--- src/logic/mips_pkg.sv ---
package mips_pkg;

    // instruction field widths.
    localparam int OPCODE_W = 6;
    localparam int REG_W    = 5;
    localparam int FUNCT_W  = 6;
    localparam int IMM_W    = 16;
    localparam int TARGET_W = 26;

    // one word, three readings.
    typedef union packed {
        struct packed {
            logic [OPCODE_W-1:0] opcode;
            logic [REG_W-1:0]    rs;
            logic [REG_W-1:0]    rt;
            logic [REG_W-1:0]    rd;
            logic [REG_W-1:0]    shamt;
            logic [FUNCT_W-1:0]  funct;
        } r;
        struct packed {
            logic [OPCODE_W-1:0] opcode;
            logic [REG_W-1:0]    rs;
            logic [REG_W-1:0]    rt;
            logic [IMM_W-1:0]    imm16;
        } i;
        struct packed {
            logic [OPCODE_W-1:0] opcode;
            logic [TARGET_W-1:0] target26;
        } j;
    } instr_u;

    localparam logic [5:0] OP_RTYPE = 6'h00, OP_REGIMM = 6'h01, OP_SPECIAL2 = 6'h1c;
    localparam logic [5:0] OP_J = 6'h02, OP_JAL = 6'h03;
    localparam logic [5:0] OP_BEQ = 6'h04, OP_BNE = 6'h05, OP_BLEZ = 6'h06, OP_BGTZ = 6'h07;
    localparam logic [5:0] OP_BEQL = 6'h14, OP_BNEL = 6'h15;
    localparam logic [5:0] OP_BLEZL = 6'h16, OP_BGTZL = 6'h17;
    localparam logic [5:0] OP_ADDI = 6'h08, OP_ADDIU = 6'h09, OP_SLTI = 6'h0a, OP_SLTIU = 6'h0b;
    localparam logic [5:0] OP_ANDI = 6'h0c, OP_ORI = 6'h0d, OP_XORI = 6'h0e, OP_LUI = 6'h0f;
    localparam logic [5:0] OP_LB = 6'h20, OP_LH = 6'h21, OP_LW = 6'h23, OP_SW = 6'h2b;

    localparam logic [5:0] FN_SLL = 6'h00, FN_SRL = 6'h02, FN_SRA = 6'h03;
    localparam logic [5:0] FN_JR = 6'h08, FN_JALR = 6'h09, FN_SYSCALL = 6'h0c, FN_BREAK = 6'h0d;
    localparam logic [5:0] FN_ADD = 6'h20, FN_ADDU = 6'h21, FN_SUB = 6'h22, FN_SUBU = 6'h23;
    localparam logic [5:0] FN_AND = 6'h24, FN_OR = 6'h25, FN_XOR = 6'h26, FN_NOR = 6'h27;
    localparam logic [5:0] FN_SLT = 6'h2a, FN_SLTU = 6'h2b;
    localparam logic [5:0] FN_MUL = 6'h02, FN_CLZ = 6'h20, FN_CLO = 6'h21; // special2.

    localparam logic [4:0] RT_BLTZ = 5'h00, RT_BGEZ = 5'h01;
    localparam logic [4:0] RT_BLTZAL = 5'h10, RT_BGEZAL = 5'h11;

    localparam int PC_SRC_W = 2, REG_SRC_W = 2, DEST_REG_W = 2, ALU_W = 4;
    localparam int FLAG_W = 3, IMM_SRC_W = 2, MEM_READ_W = 2, MEM_WRITE_W = 1, EXC_CHK_W = 2;
    // selectors plus the four single-bit enables.
    localparam int CTL_W = PC_SRC_W + REG_SRC_W + DEST_REG_W + ALU_W + FLAG_W + IMM_SRC_W
                         + MEM_READ_W + MEM_WRITE_W + EXC_CHK_W + 4;

    localparam logic [1:0] PC_SRC_SEQ = 2'd0, PC_SRC_JUMP = 2'd1;
    localparam logic [1:0] PC_SRC_REG = 2'd2, PC_SRC_BRANCH = 2'd3;
    localparam logic [1:0] REG_SRC_ALU = 2'd0, REG_SRC_MEM = 2'd1;
    localparam logic [1:0] REG_SRC_PCADD8 = 2'd2, REG_SRC_FLAG = 2'd3;
    localparam logic [1:0] DEST_REG_RD = 2'd0, DEST_REG_RT = 2'd1, DEST_REG_R31 = 2'd2;
    localparam logic [3:0] ALU_NCARE = 4'd0, ALU_ADD = 4'd1, ALU_SUB = 4'd2, ALU_AND = 4'd3;
    localparam logic [3:0] ALU_OR = 4'd4, ALU_XOR = 4'd5, ALU_NOR = 4'd6, ALU_SLL = 4'd7;
    localparam logic [3:0] ALU_SRL = 4'd8, ALU_SRA = 4'd9, ALU_MUL = 4'd10;
    localparam logic [3:0] ALU_CLZ = 4'd11, ALU_CLO = 4'd12;
    localparam logic [2:0] FLAG_EQ = 3'd0, FLAG_NE = 3'd1, FLAG_LE = 3'd2, FLAG_GT = 3'd3;
    localparam logic [2:0] FLAG_LT = 3'd4, FLAG_GE = 3'd5, FLAG_LTU = 3'd6;
    localparam logic [1:0] IMM_SRC_NONE = 2'd0, IMM_SRC_SIGN = 2'd1;
    localparam logic [1:0] IMM_SRC_ZERO = 2'd2, IMM_SRC_UPPER = 2'd3;
    localparam logic [1:0] MEM_READ_BYTE = 2'd0, MEM_READ_HALF = 2'd1, MEM_READ_WORD = 2'd2;
    localparam logic [0:0] MEM_WRITE_WORD = 1'b0;
    localparam logic [1:0] EXC_CHK_NONE = 2'd0, EXC_CHK_OVERFLOW = 2'd1;
    localparam logic [1:0] EXC_CHK_RESERVED = 2'd2, EXC_CHK_TRAP = 2'd3;

endpackage
--- src/logic/ctl_if.sv ---
`timescale 1ns/1ns

interface ctl_if;
    logic [mips_pkg::PC_SRC_W-1:0]    pc_src;
    logic [mips_pkg::REG_SRC_W-1:0]   reg_src;
    logic [mips_pkg::DEST_REG_W-1:0]  dest_reg;
    logic [mips_pkg::ALU_W-1:0]       alu_op;
    logic [mips_pkg::FLAG_W-1:0]      flag_sel;
    logic [mips_pkg::IMM_SRC_W-1:0]   imm_src;
    logic                             write_reg;
    logic                             read_mem;
    logic [mips_pkg::MEM_READ_W-1:0]  read_mode;
    logic                             write_mem;
    logic [mips_pkg::MEM_WRITE_W-1:0] write_mode;
    logic                             likely;
    logic [mips_pkg::EXC_CHK_W-1:0]   exc_chk;
    logic [mips_pkg::CTL_W-1:0]       word;

    // whole bundle flattened for forwarding.
    assign word = {pc_src, reg_src, dest_reg, alu_op, flag_sel, imm_src, write_reg,
                   read_mem, read_mode, write_mem, write_mode, likely, exc_chk};

    modport source (output pc_src, reg_src, dest_reg, alu_op, flag_sel, imm_src, write_reg,
                    read_mem, read_mode, write_mem, write_mode, likely, exc_chk);
    modport sink (input pc_src, reg_src, dest_reg, alu_op, flag_sel, imm_src, write_reg,
                  read_mem, read_mode, write_mem, write_mode, likely, exc_chk, word);
endinterface

--- src/logic/decode_unit.sv ---
`timescale 1ns/1ns

module decode_unit (
    input  logic                             clk,
    input  logic                             rst,
    input  logic                             instr_valid,
    input  logic [31:0]                      instruction,
    output logic                             ctl_valid,
    output logic [mips_pkg::PC_SRC_W-1:0]    pc_src,
    output logic [mips_pkg::REG_SRC_W-1:0]   reg_src,
    output logic [mips_pkg::DEST_REG_W-1:0]  dest_reg,
    output logic [mips_pkg::ALU_W-1:0]       alu_op,
    output logic [mips_pkg::FLAG_W-1:0]      flag_sel,
    output logic [mips_pkg::IMM_SRC_W-1:0]   imm_src,
    output logic                             write_reg,
    output logic                             read_mem,
    output logic [mips_pkg::MEM_READ_W-1:0]  read_mode,
    output logic                             write_mem,
    output logic [mips_pkg::MEM_WRITE_W-1:0] write_mode,
    output logic                             likely,
    output logic [mips_pkg::EXC_CHK_W-1:0]   exc_chk
);
    mips_pkg::instr_u instr;

    ctl_if rtype_bus ();
    ctl_if regimm_bus ();
    ctl_if special2_bus ();
    ctl_if main_bus ();

    assign instr = instruction;

    rtype_decoder rtype_dec (.instruction(instr), .ctl(rtype_bus.source));
    regimm_decoder regimm_dec (.instruction(instr), .ctl(regimm_bus.source));
    special2_decoder special2_dec (.instruction(instr), .ctl(special2_bus.source));

    main_decoder main_dec (
        .instruction  (instr),
        .rtype_ctl    (rtype_bus.sink),
        .regimm_ctl   (regimm_bus.sink),
        .special2_ctl (special2_bus.sink),
        .ctl          (main_bus.source)
    );

    always_ff @(posedge clk) begin
        if (rst) begin
            ctl_valid <= 1'b0;
            write_reg <= 1'b0;
            write_mem <= 1'b0;
            read_mem  <= 1'b0;
        end else begin
            ctl_valid <= instr_valid;
            write_reg <= instr_valid & main_bus.write_reg; // no writes from a bubble.
            write_mem <= instr_valid & main_bus.write_mem;
            read_mem  <= main_bus.read_mem;
        end
    end

    // payload side of the register.
    always_ff @(posedge clk) begin
        pc_src     <= main_bus.pc_src;
        reg_src    <= main_bus.reg_src;
        dest_reg   <= main_bus.dest_reg;
        alu_op     <= main_bus.alu_op;
        flag_sel   <= main_bus.flag_sel;
        imm_src    <= main_bus.imm_src;
        read_mode  <= main_bus.read_mode;
        write_mode <= main_bus.write_mode;
        likely     <= main_bus.likely;
        exc_chk    <= main_bus.exc_chk;
    end
endmodule

--- src/logic/main_decoder.sv ---
`timescale 1ns/1ns

module main_decoder (
    input  mips_pkg::instr_u instruction,
    ctl_if.sink              rtype_ctl,
    ctl_if.sink              regimm_ctl,
    ctl_if.sink              special2_ctl,
    ctl_if.source            ctl
);
    logic [mips_pkg::CTL_W-1:0] sub_word;
    logic [5:0]                 op;

    assign op = instruction.j.opcode;

    assign sub_word = (op == mips_pkg::OP_REGIMM)   ? regimm_ctl.word :
                      (op == mips_pkg::OP_SPECIAL2) ? special2_ctl.word : rtype_ctl.word;

    always_comb begin
        ctl.pc_src     = mips_pkg::PC_SRC_SEQ;
        ctl.reg_src    = mips_pkg::REG_SRC_ALU;
        ctl.dest_reg   = mips_pkg::DEST_REG_RT;
        ctl.alu_op     = mips_pkg::ALU_NCARE;
        ctl.flag_sel   = mips_pkg::FLAG_EQ;
        ctl.imm_src    = mips_pkg::IMM_SRC_NONE;
        ctl.write_reg  = 1'b0;
        ctl.read_mem   = 1'b0;
        ctl.read_mode  = mips_pkg::MEM_READ_WORD;
        ctl.write_mem  = 1'b0;
        ctl.write_mode = mips_pkg::MEM_WRITE_WORD;
        ctl.likely     = 1'b0;
        ctl.exc_chk    = mips_pkg::EXC_CHK_NONE;

        case (op)
            mips_pkg::OP_RTYPE, mips_pkg::OP_REGIMM, mips_pkg::OP_SPECIAL2: begin
                {ctl.pc_src, ctl.reg_src, ctl.dest_reg, ctl.alu_op, ctl.flag_sel, ctl.imm_src,
                 ctl.write_reg, ctl.read_mem, ctl.read_mode, ctl.write_mem, ctl.write_mode,
                 ctl.likely, ctl.exc_chk} = sub_word;
            end
            mips_pkg::OP_J, mips_pkg::OP_JAL: begin
                ctl.pc_src = mips_pkg::PC_SRC_JUMP;
                if (op == mips_pkg::OP_JAL) begin
                    ctl.write_reg = 1'b1;
                    ctl.reg_src   = mips_pkg::REG_SRC_PCADD8;
                    ctl.dest_reg  = mips_pkg::DEST_REG_R31;
                end
            end
            mips_pkg::OP_BEQ, mips_pkg::OP_BNE, mips_pkg::OP_BLEZ, mips_pkg::OP_BGTZ,
            mips_pkg::OP_BEQL, mips_pkg::OP_BNEL, mips_pkg::OP_BLEZL, mips_pkg::OP_BGTZL: begin
                ctl.pc_src = mips_pkg::PC_SRC_BRANCH;
                ctl.likely = op[4]; // the L forms sit at 0x14..0x17.
                case (op[1:0])
                    2'd0:    ctl.flag_sel = mips_pkg::FLAG_EQ;
                    2'd1:    ctl.flag_sel = mips_pkg::FLAG_NE;
                    2'd2:    ctl.flag_sel = mips_pkg::FLAG_LE;
                    default: ctl.flag_sel = mips_pkg::FLAG_GT;
                endcase
            end
            mips_pkg::OP_ADDI, mips_pkg::OP_ADDIU: begin
                ctl.imm_src   = mips_pkg::IMM_SRC_SIGN;
                ctl.alu_op    = mips_pkg::ALU_ADD;
                ctl.write_reg = 1'b1;
                if (op == mips_pkg::OP_ADDI) begin
                    ctl.exc_chk = mips_pkg::EXC_CHK_OVERFLOW;
                end
            end
            mips_pkg::OP_SLTI, mips_pkg::OP_SLTIU: begin
                ctl.imm_src   = mips_pkg::IMM_SRC_SIGN;
                ctl.write_reg = 1'b1;
                ctl.reg_src   = mips_pkg::REG_SRC_FLAG;
                ctl.flag_sel  = (op == mips_pkg::OP_SLTIU) ? mips_pkg::FLAG_LTU : mips_pkg::FLAG_LT;
            end
            mips_pkg::OP_ANDI, mips_pkg::OP_ORI, mips_pkg::OP_XORI: begin
                ctl.imm_src   = mips_pkg::IMM_SRC_ZERO;
                ctl.write_reg = 1'b1;
                ctl.alu_op    = (op == mips_pkg::OP_ANDI) ? mips_pkg::ALU_AND :
                                (op == mips_pkg::OP_ORI)  ? mips_pkg::ALU_OR : mips_pkg::ALU_XOR;
            end
            mips_pkg::OP_LUI: begin
                ctl.imm_src   = mips_pkg::IMM_SRC_UPPER;
                ctl.alu_op    = mips_pkg::ALU_ADD; // upper imm plus $0.
                ctl.write_reg = 1'b1;
            end
            mips_pkg::OP_LB, mips_pkg::OP_LH, mips_pkg::OP_LW: begin
                ctl.imm_src   = mips_pkg::IMM_SRC_SIGN;
                ctl.alu_op    = mips_pkg::ALU_ADD;
                ctl.read_mem  = 1'b1;
                ctl.write_reg = 1'b1;
                ctl.reg_src   = mips_pkg::REG_SRC_MEM;
                ctl.read_mode = (op == mips_pkg::OP_LB) ? mips_pkg::MEM_READ_BYTE :
                                (op == mips_pkg::OP_LH) ? mips_pkg::MEM_READ_HALF :
                                mips_pkg::MEM_READ_WORD;
            end
            mips_pkg::OP_SW: begin
                ctl.imm_src    = mips_pkg::IMM_SRC_SIGN;
                ctl.alu_op     = mips_pkg::ALU_ADD;
                ctl.write_mem  = 1'b1;
                ctl.write_mode = mips_pkg::MEM_WRITE_WORD;
            end
            default: ctl.exc_chk = mips_pkg::EXC_CHK_RESERVED;
        endcase
    end
endmodule

--- src/logic/special2_decoder.sv ---
`timescale 1ns/1ns

module special2_decoder (
    input  mips_pkg::instr_u instruction,
    ctl_if.source            ctl
);
    always_comb begin
        ctl.pc_src     = mips_pkg::PC_SRC_SEQ;
        ctl.reg_src    = mips_pkg::REG_SRC_ALU;
        ctl.dest_reg   = mips_pkg::DEST_REG_RD;
        ctl.alu_op     = mips_pkg::ALU_NCARE;
        ctl.flag_sel   = mips_pkg::FLAG_EQ;
        ctl.imm_src    = mips_pkg::IMM_SRC_NONE;
        ctl.write_reg  = 1'b0;
        ctl.read_mem   = 1'b0;
        ctl.read_mode  = mips_pkg::MEM_READ_WORD;
        ctl.write_mem  = 1'b0;
        ctl.write_mode = mips_pkg::MEM_WRITE_WORD;
        ctl.likely     = 1'b0;
        ctl.exc_chk    = mips_pkg::EXC_CHK_NONE;

        case (instruction.r.funct)
            mips_pkg::FN_MUL: ctl.alu_op = mips_pkg::ALU_MUL;
            mips_pkg::FN_CLZ: ctl.alu_op = mips_pkg::ALU_CLZ;
            mips_pkg::FN_CLO: ctl.alu_op = mips_pkg::ALU_CLO;
            default:          ctl.exc_chk = mips_pkg::EXC_CHK_RESERVED;
        endcase

        // every valid special2 op writes rd.
        ctl.write_reg = (ctl.exc_chk == mips_pkg::EXC_CHK_NONE);
    end
endmodule

--- src/logic/regimm_decoder.sv ---
`timescale 1ns/1ns

module regimm_decoder (
    input  mips_pkg::instr_u instruction,
    ctl_if.source            ctl
);
    always_comb begin
        ctl.pc_src     = mips_pkg::PC_SRC_SEQ;
        ctl.reg_src    = mips_pkg::REG_SRC_ALU;
        ctl.dest_reg   = mips_pkg::DEST_REG_RD;
        ctl.alu_op     = mips_pkg::ALU_NCARE;
        ctl.flag_sel   = mips_pkg::FLAG_EQ;
        ctl.imm_src    = mips_pkg::IMM_SRC_NONE;
        ctl.write_reg  = 1'b0;
        ctl.read_mem   = 1'b0;
        ctl.read_mode  = mips_pkg::MEM_READ_WORD;
        ctl.write_mem  = 1'b0;
        ctl.write_mode = mips_pkg::MEM_WRITE_WORD;
        ctl.likely     = 1'b0;
        ctl.exc_chk    = mips_pkg::EXC_CHK_NONE;

        case (instruction.i.rt)
            mips_pkg::RT_BLTZ, mips_pkg::RT_BGEZ,
            mips_pkg::RT_BLTZAL, mips_pkg::RT_BGEZAL: begin
                ctl.pc_src   = mips_pkg::PC_SRC_BRANCH;
                // bit 0 of rt picks ge over lt.
                ctl.flag_sel = instruction.i.rt[0] ? mips_pkg::FLAG_GE : mips_pkg::FLAG_LT;
                if (instruction.i.rt[4]) begin
                    ctl.write_reg = 1'b1;
                    ctl.reg_src   = mips_pkg::REG_SRC_PCADD8;
                    ctl.dest_reg  = mips_pkg::DEST_REG_R31;
                end
            end
            default: ctl.exc_chk = mips_pkg::EXC_CHK_RESERVED;
        endcase
    end
endmodule

--- src/logic/rtype_decoder.sv ---
`timescale 1ns/1ns

module rtype_decoder (
    input  mips_pkg::instr_u instruction,
    ctl_if.source            ctl
);
    logic [mips_pkg::ALU_W-1:0] alu_sel;

    always_comb begin
        alu_sel        = mips_pkg::ALU_NCARE;
        ctl.pc_src     = mips_pkg::PC_SRC_SEQ;
        ctl.reg_src    = mips_pkg::REG_SRC_ALU;
        ctl.dest_reg   = mips_pkg::DEST_REG_RD;
        ctl.flag_sel   = mips_pkg::FLAG_EQ;
        ctl.imm_src    = mips_pkg::IMM_SRC_NONE;
        ctl.write_reg  = 1'b0;
        ctl.read_mem   = 1'b0;
        ctl.read_mode  = mips_pkg::MEM_READ_WORD;
        ctl.write_mem  = 1'b0;
        ctl.write_mode = mips_pkg::MEM_WRITE_WORD;
        ctl.likely     = 1'b0;
        ctl.exc_chk    = mips_pkg::EXC_CHK_NONE;

        case (instruction.r.funct)
            mips_pkg::FN_ADD: begin
                alu_sel     = mips_pkg::ALU_ADD;
                ctl.exc_chk = mips_pkg::EXC_CHK_OVERFLOW;
            end
            mips_pkg::FN_SUB: begin
                alu_sel     = mips_pkg::ALU_SUB;
                ctl.exc_chk = mips_pkg::EXC_CHK_OVERFLOW;
            end
            mips_pkg::FN_ADDU: alu_sel = mips_pkg::ALU_ADD;
            mips_pkg::FN_SUBU: alu_sel = mips_pkg::ALU_SUB;
            mips_pkg::FN_AND:  alu_sel = mips_pkg::ALU_AND;
            mips_pkg::FN_OR:   alu_sel = mips_pkg::ALU_OR;
            mips_pkg::FN_XOR:  alu_sel = mips_pkg::ALU_XOR;
            mips_pkg::FN_NOR:  alu_sel = mips_pkg::ALU_NOR;
            mips_pkg::FN_SLL:  alu_sel = mips_pkg::ALU_SLL; // amount from shamt.
            mips_pkg::FN_SRL:  alu_sel = mips_pkg::ALU_SRL;
            mips_pkg::FN_SRA:  alu_sel = mips_pkg::ALU_SRA;
            mips_pkg::FN_SLT, mips_pkg::FN_SLTU: begin
                ctl.write_reg = 1'b1;
                ctl.reg_src   = mips_pkg::REG_SRC_FLAG;
                ctl.flag_sel  = (instruction.r.funct == mips_pkg::FN_SLTU) ?
                                mips_pkg::FLAG_LTU : mips_pkg::FLAG_LT;
            end
            mips_pkg::FN_JR:   ctl.pc_src = mips_pkg::PC_SRC_REG;
            mips_pkg::FN_JALR: begin
                ctl.pc_src    = mips_pkg::PC_SRC_REG;
                ctl.write_reg = 1'b1;
                ctl.reg_src   = mips_pkg::REG_SRC_PCADD8; // link into rd.
            end
            mips_pkg::FN_SYSCALL, mips_pkg::FN_BREAK: ctl.exc_chk = mips_pkg::EXC_CHK_TRAP;
            default: ctl.exc_chk = mips_pkg::EXC_CHK_RESERVED;
        endcase

        ctl.alu_op = alu_sel;
        if (alu_sel != mips_pkg::ALU_NCARE) begin
            ctl.write_reg = 1'b1; // all alu ops land in rd.
        end
    end
endmodule

--- config.mk ---
export PLATFORM = sky130hd
export DESIGN_NAME = decode_unit
export DESIGN_NICKNAME = d
export VERILOG_FILES = /design/src/logic/mips_pkg.sv /design/src/logic/ctl_if.sv /design/src/logic/decode_unit.sv /design/src/logic/main_decoder.sv /design/src/logic/special2_decoder.sv /design/src/logic/regimm_decoder.sv /design/src/logic/rtype_decoder.sv
export SDC_FILE = /design/constraint.sdc
export NUM_CORES = 1
export LEC_CHECK = 0
export ABC_AREA = 0
export BUFFER_PORTS_ARGS = -buffer_cell sky130_fd_sc_hd__buf_2
export CORE_ASPECT_RATIO = 0.6
export CORE_MARGIN = 8
export CORE_UTILIZATION = 50
export CTS_BUF_LIST = sky130_fd_sc_hd__clkbuf_8 sky130_fd_sc_hd__clkbuf_16
export DETAILED_ROUTE_END_ITERATION = 7
export PLACE_DENSITY = 0.82
export SETUP_SLACK_MARGIN = 0.3
export SYNTH_ARGS = -nofsm -noshare
export SYNTH_HDL_FRONTEND = slang
export SYNTH_SLANG_ARGS = --single-unit
--- constraint.sdc ---
create_clock -name clk -period 5.05 [get_ports clk]
set_clock_uncertainty 0.15 [all_clocks]
set_input_delay 0.505 -clock clk [delete_from_list [all_inputs] [get_ports clk]]
set_output_delay 0.505 -clock clk [all_outputs]
set_load 0.02 [all_outputs]
==> out/results.txt <==
The kind of path behind the tightest hold check was primary input to flip-flop. The number of enable-type register cells in the synthesized netlist works out to 0. The largest registers in the layout are alu_op (4), flag_sel (3). For this design, the slowest cell found on the critical path is sky130_fd_sc_hd__or4b_4. Global routing used 17.01% of the available tracks. The average size of a mapped cell was 7.555 um^2; the clock input transition at the sequential cells of the worst setup and hold paths was 0.08 ns. After floorplanning, the core was sized to cover 2557 um^2.

The total count of max-transition violations in the final report was 0; the sum of net half-perimeters after detailed placement was 3143 um. Counting the fill cells in the layout gives 233. The via count of the first global-routing pass was 1465. The worst setup path is launched from a primary input.

The count of nets left with antenna violations after detail routing was 0. For this configuration, the core starts out at a cell density of 54.06%. The layout cell share with drive strength beyond 1 came out at 22.90%. The largest total area in the synthesized netlist belongs to sky130_fd_sc_hd__dfxtp_1.

VDD sags by at most 0.0001285 V. The worst-margin pin slew is 0.5470 ns, and the largest buffer count on any clock path is 2. Max-capacitance violation count: 0.

Setup repair after global routing left no endpoint under its margin. The leading cell type by number of instances after synthesis is sky130_fd_sc_hd__dfxtp_1. The final critical path time including I/O delays and setup came out at 2.059 ns. In this run the tool buffered the top-level ports with 43 buffer cells. The first global-routing pass estimated 6886 um of wire.

Total power for the finished layout comes to 0.4485 mW. The cell area after layout came out at 1637 um^2. Yosys printed 0 warnings. The mapped netlist covers 1383 um^2. Sorting the synthesized cells by area gives the leading types as sky130_fd_sc_hd__dfxtp_1, sky130_fd_sc_hd__nand2_1, sky130_fd_sc_hd__a21oi_1, sky130_fd_sc_hd__o21ai_0, sky130_fd_sc_hd__clkbuf_1. The critical path goes through buf_2 -> or4b_4 -> a211o_1 -> o21ai_2 -> o221ai_1 -> a21o_1.

In this run the worst path has a maximum fanout of 16. For the area of the die, the log shows 4759 um^2. The power density normalized to cell area works out to 274.0 nW/um^2.

For the pre-CTS setup slack, the log shows 2.739 ns. Buffers added to address setup during post-CTS repair amount to 0. The run gives 24 as the count of clock tree sinks. Prevailing post-synth register cell: sky130_fd_sc_hd__dfxtp_1. The flow ran to the end, and the final reports show no timing, DRC or antenna violations. Synthesis instantiated 44 different standard cells from the library. Dividing the detail-routed via count by the number of cells gives 6.195. The horizontal die dimension was 83.89 um. The register with the most flip-flops in the final layout is alu_op.

Dividing the detail-routed wire length by the instance count gives 16.96 um. The tools report the count of endpoints failing hold in the final timing report as 0. Summed over all layers, the global routing overflow is 0. Data on the critical path is required at its endpoint by 5.07 ns.

The sequential area share after synthesis was 34.75%; the number of violations reported at the end of detailed-routing iteration 0 was 221. In this design, the stage delay of the slowest critical-path cell is 0.53 ns. The relative max-transition margin is 63.25%, and the quantity of hold-fixing buffers added after cts is 0. The tools report the number of failing setup endpoints in the final timing report as 0.

The worst setup path is captured at a flip-flop. For this run, design rule violations remaining after detail routing come to 0. The standard-cell row count is 14. TritonCTS built the clock tree. Summing all placed instances gives a cell area of 1565 um^2. The launching element of the worst setup path was instruction[26]. The area growth from synthesis to layout is 18.37%.

For this run, the top clock speed supported by timing is 0.4857 GHz. The number of register bits inferred by synthesis is 24, and the total nets after synthesis is 218. The initial antenna violation count came out at 0. After synthesis, the most frequently instantiated cells are sky130_fd_sc_hd__dfxtp_1, sky130_fd_sc_hd__nand2_1, sky130_fd_sc_hd__a21oi_1, sky130_fd_sc_hd__clkbuf_1, sky130_fd_sc_hd__nor2_1. The tools report the hold path startpoint as rst. Routability-driven placement finished with a final weighted congestion of 0.8981.

The pre-antenna-repair detailed-routing pass consisted of 5 iterations. Counting every instance in the synthesized netlist gives 183. Worst path buffer plus inverter count: 1. The largest net degree at the start of global routing is 18, and the vertical extent of the die is 56.73 um. 60 I/O pins were placed.

The top cell family by delay on the critical path was compound AO/OA/AOI/OAI gates. The final-layout setup total negative slack was 0 ns; the number of nets in the finished design was 250. The fraction of synthesized cell area taken by the top area cell type was 34.75%; the number of antenna cells inserted was 0. The number of buffers added by the clock tree synthesis step is 3, and the number of flip-flops under the largest register name is 4.

The clock root buffer was sky130_fd_sc_hd__clkbuf_8. In the finished design, the share of the clock period the worst path needs comes to 40.77%. The data arrival time at the worst-slack endpoint was 2.07 ns; the total via count in the routed design was 1524. Of all flip-flops after synthesis, the portion carrying an async set or reset was 0%.

For this design the static power due to leakage is 0.7835 nW. The total wire length after detailed routing is 4171 um, and the total of cells resized after clock tree synthesis is 0. The critical path is of the primary input to flip-flop type.

The run gives 1 as the H-tree depth. Across all setup checks in the final design, the least slack found is 2.991 ns.
layout make-up:
type / count / area [um^2] / share of cell area, %
inverters: 7 / 26.28 / 1.606
clock buffers: 3 / 41.29 / 2.523
flip-flops and latches: 24 / 480.5 / 29.36
well taps: 32 / 40.04 / 2.446
repair buffers: 43 / 215.2 / 13.15
clock inverters: 1 / 30.03 / 1.835
multi-input cells: 136 / 803.3 / 49.08
power by group:
group	internal [mW]	total, mW	switching (mW)
logic	0.0274	0.0823	0.0549
clock network	0.106	0.170	0.0640
registers	0.195	0.196	0.00128
total	0.328	0.448	0.120
cell usage in the layout (no fill, tap or decap), types with 5 or more instances in the layout:
cell and instances:
sky130_fd_sc_hd__buf_2 43, sky130_fd_sc_hd__dfxtp_1 24, sky130_fd_sc_hd__nand2_1 19, sky130_fd_sc_hd__a21oi_1 13
sky130_fd_sc_hd__nor2_1 12, sky130_fd_sc_hd__o21ai_0 11, sky130_fd_sc_hd__nand3_1 8, sky130_fd_sc_hd__inv_1 7
sky130_fd_sc_hd__nor3_1 7, sky130_fd_sc_hd__and3_1 6, sky130_fd_sc_hd__or3_1 5, sky130_fd_sc_hd__nor2b_1 5
sky130_fd_sc_hd__nand2b_1 5
worst paths after layout:
path                endpoint  slack (ns)  depth (start not counted)
hold / removal      read_mem        0.26                          2
setup / recovery  exc_chk[1]        2.99                          6
cell families (layout without fill, tap and decap cells):
| group | after synthesis | in the layout | share of synthesized area, % |
|---|---|---|---|
| XOR/XNOR | 3 | 3 | 1.901 |
| AO/OA/AOI/OAI | 59 | 59 | 28.96 |
| other | 1 | 1 | 0.2712 |
| buffers and inverters | 23 | 54 | 7.150 |
| flip-flops | 24 | 24 | 34.75 |
| AND/OR/NAND/NOR | 73 | 73 | 26.97 |
metal layers:
layer	vias up	global-route usage, %	share of wire, %
met3	6	7.626	11
li1	718	-	-
met2	101	24.53	41
met4	0	2.200	0.34
met5	-	0	0
met1	699	22.89	48
through the flow:
stage                     util [%]  instances  hold slack, ns
after floorplan                  -        183          0.4343
after global placement       61.20        242          0.5370
after detailed placement     61.20        242          0.5438
after CTS                    63.99        246          0.2562
after global routing         63.99        246          0.2576
final                        63.99        246          0.2614
Power figures use the tool's default switching activity.
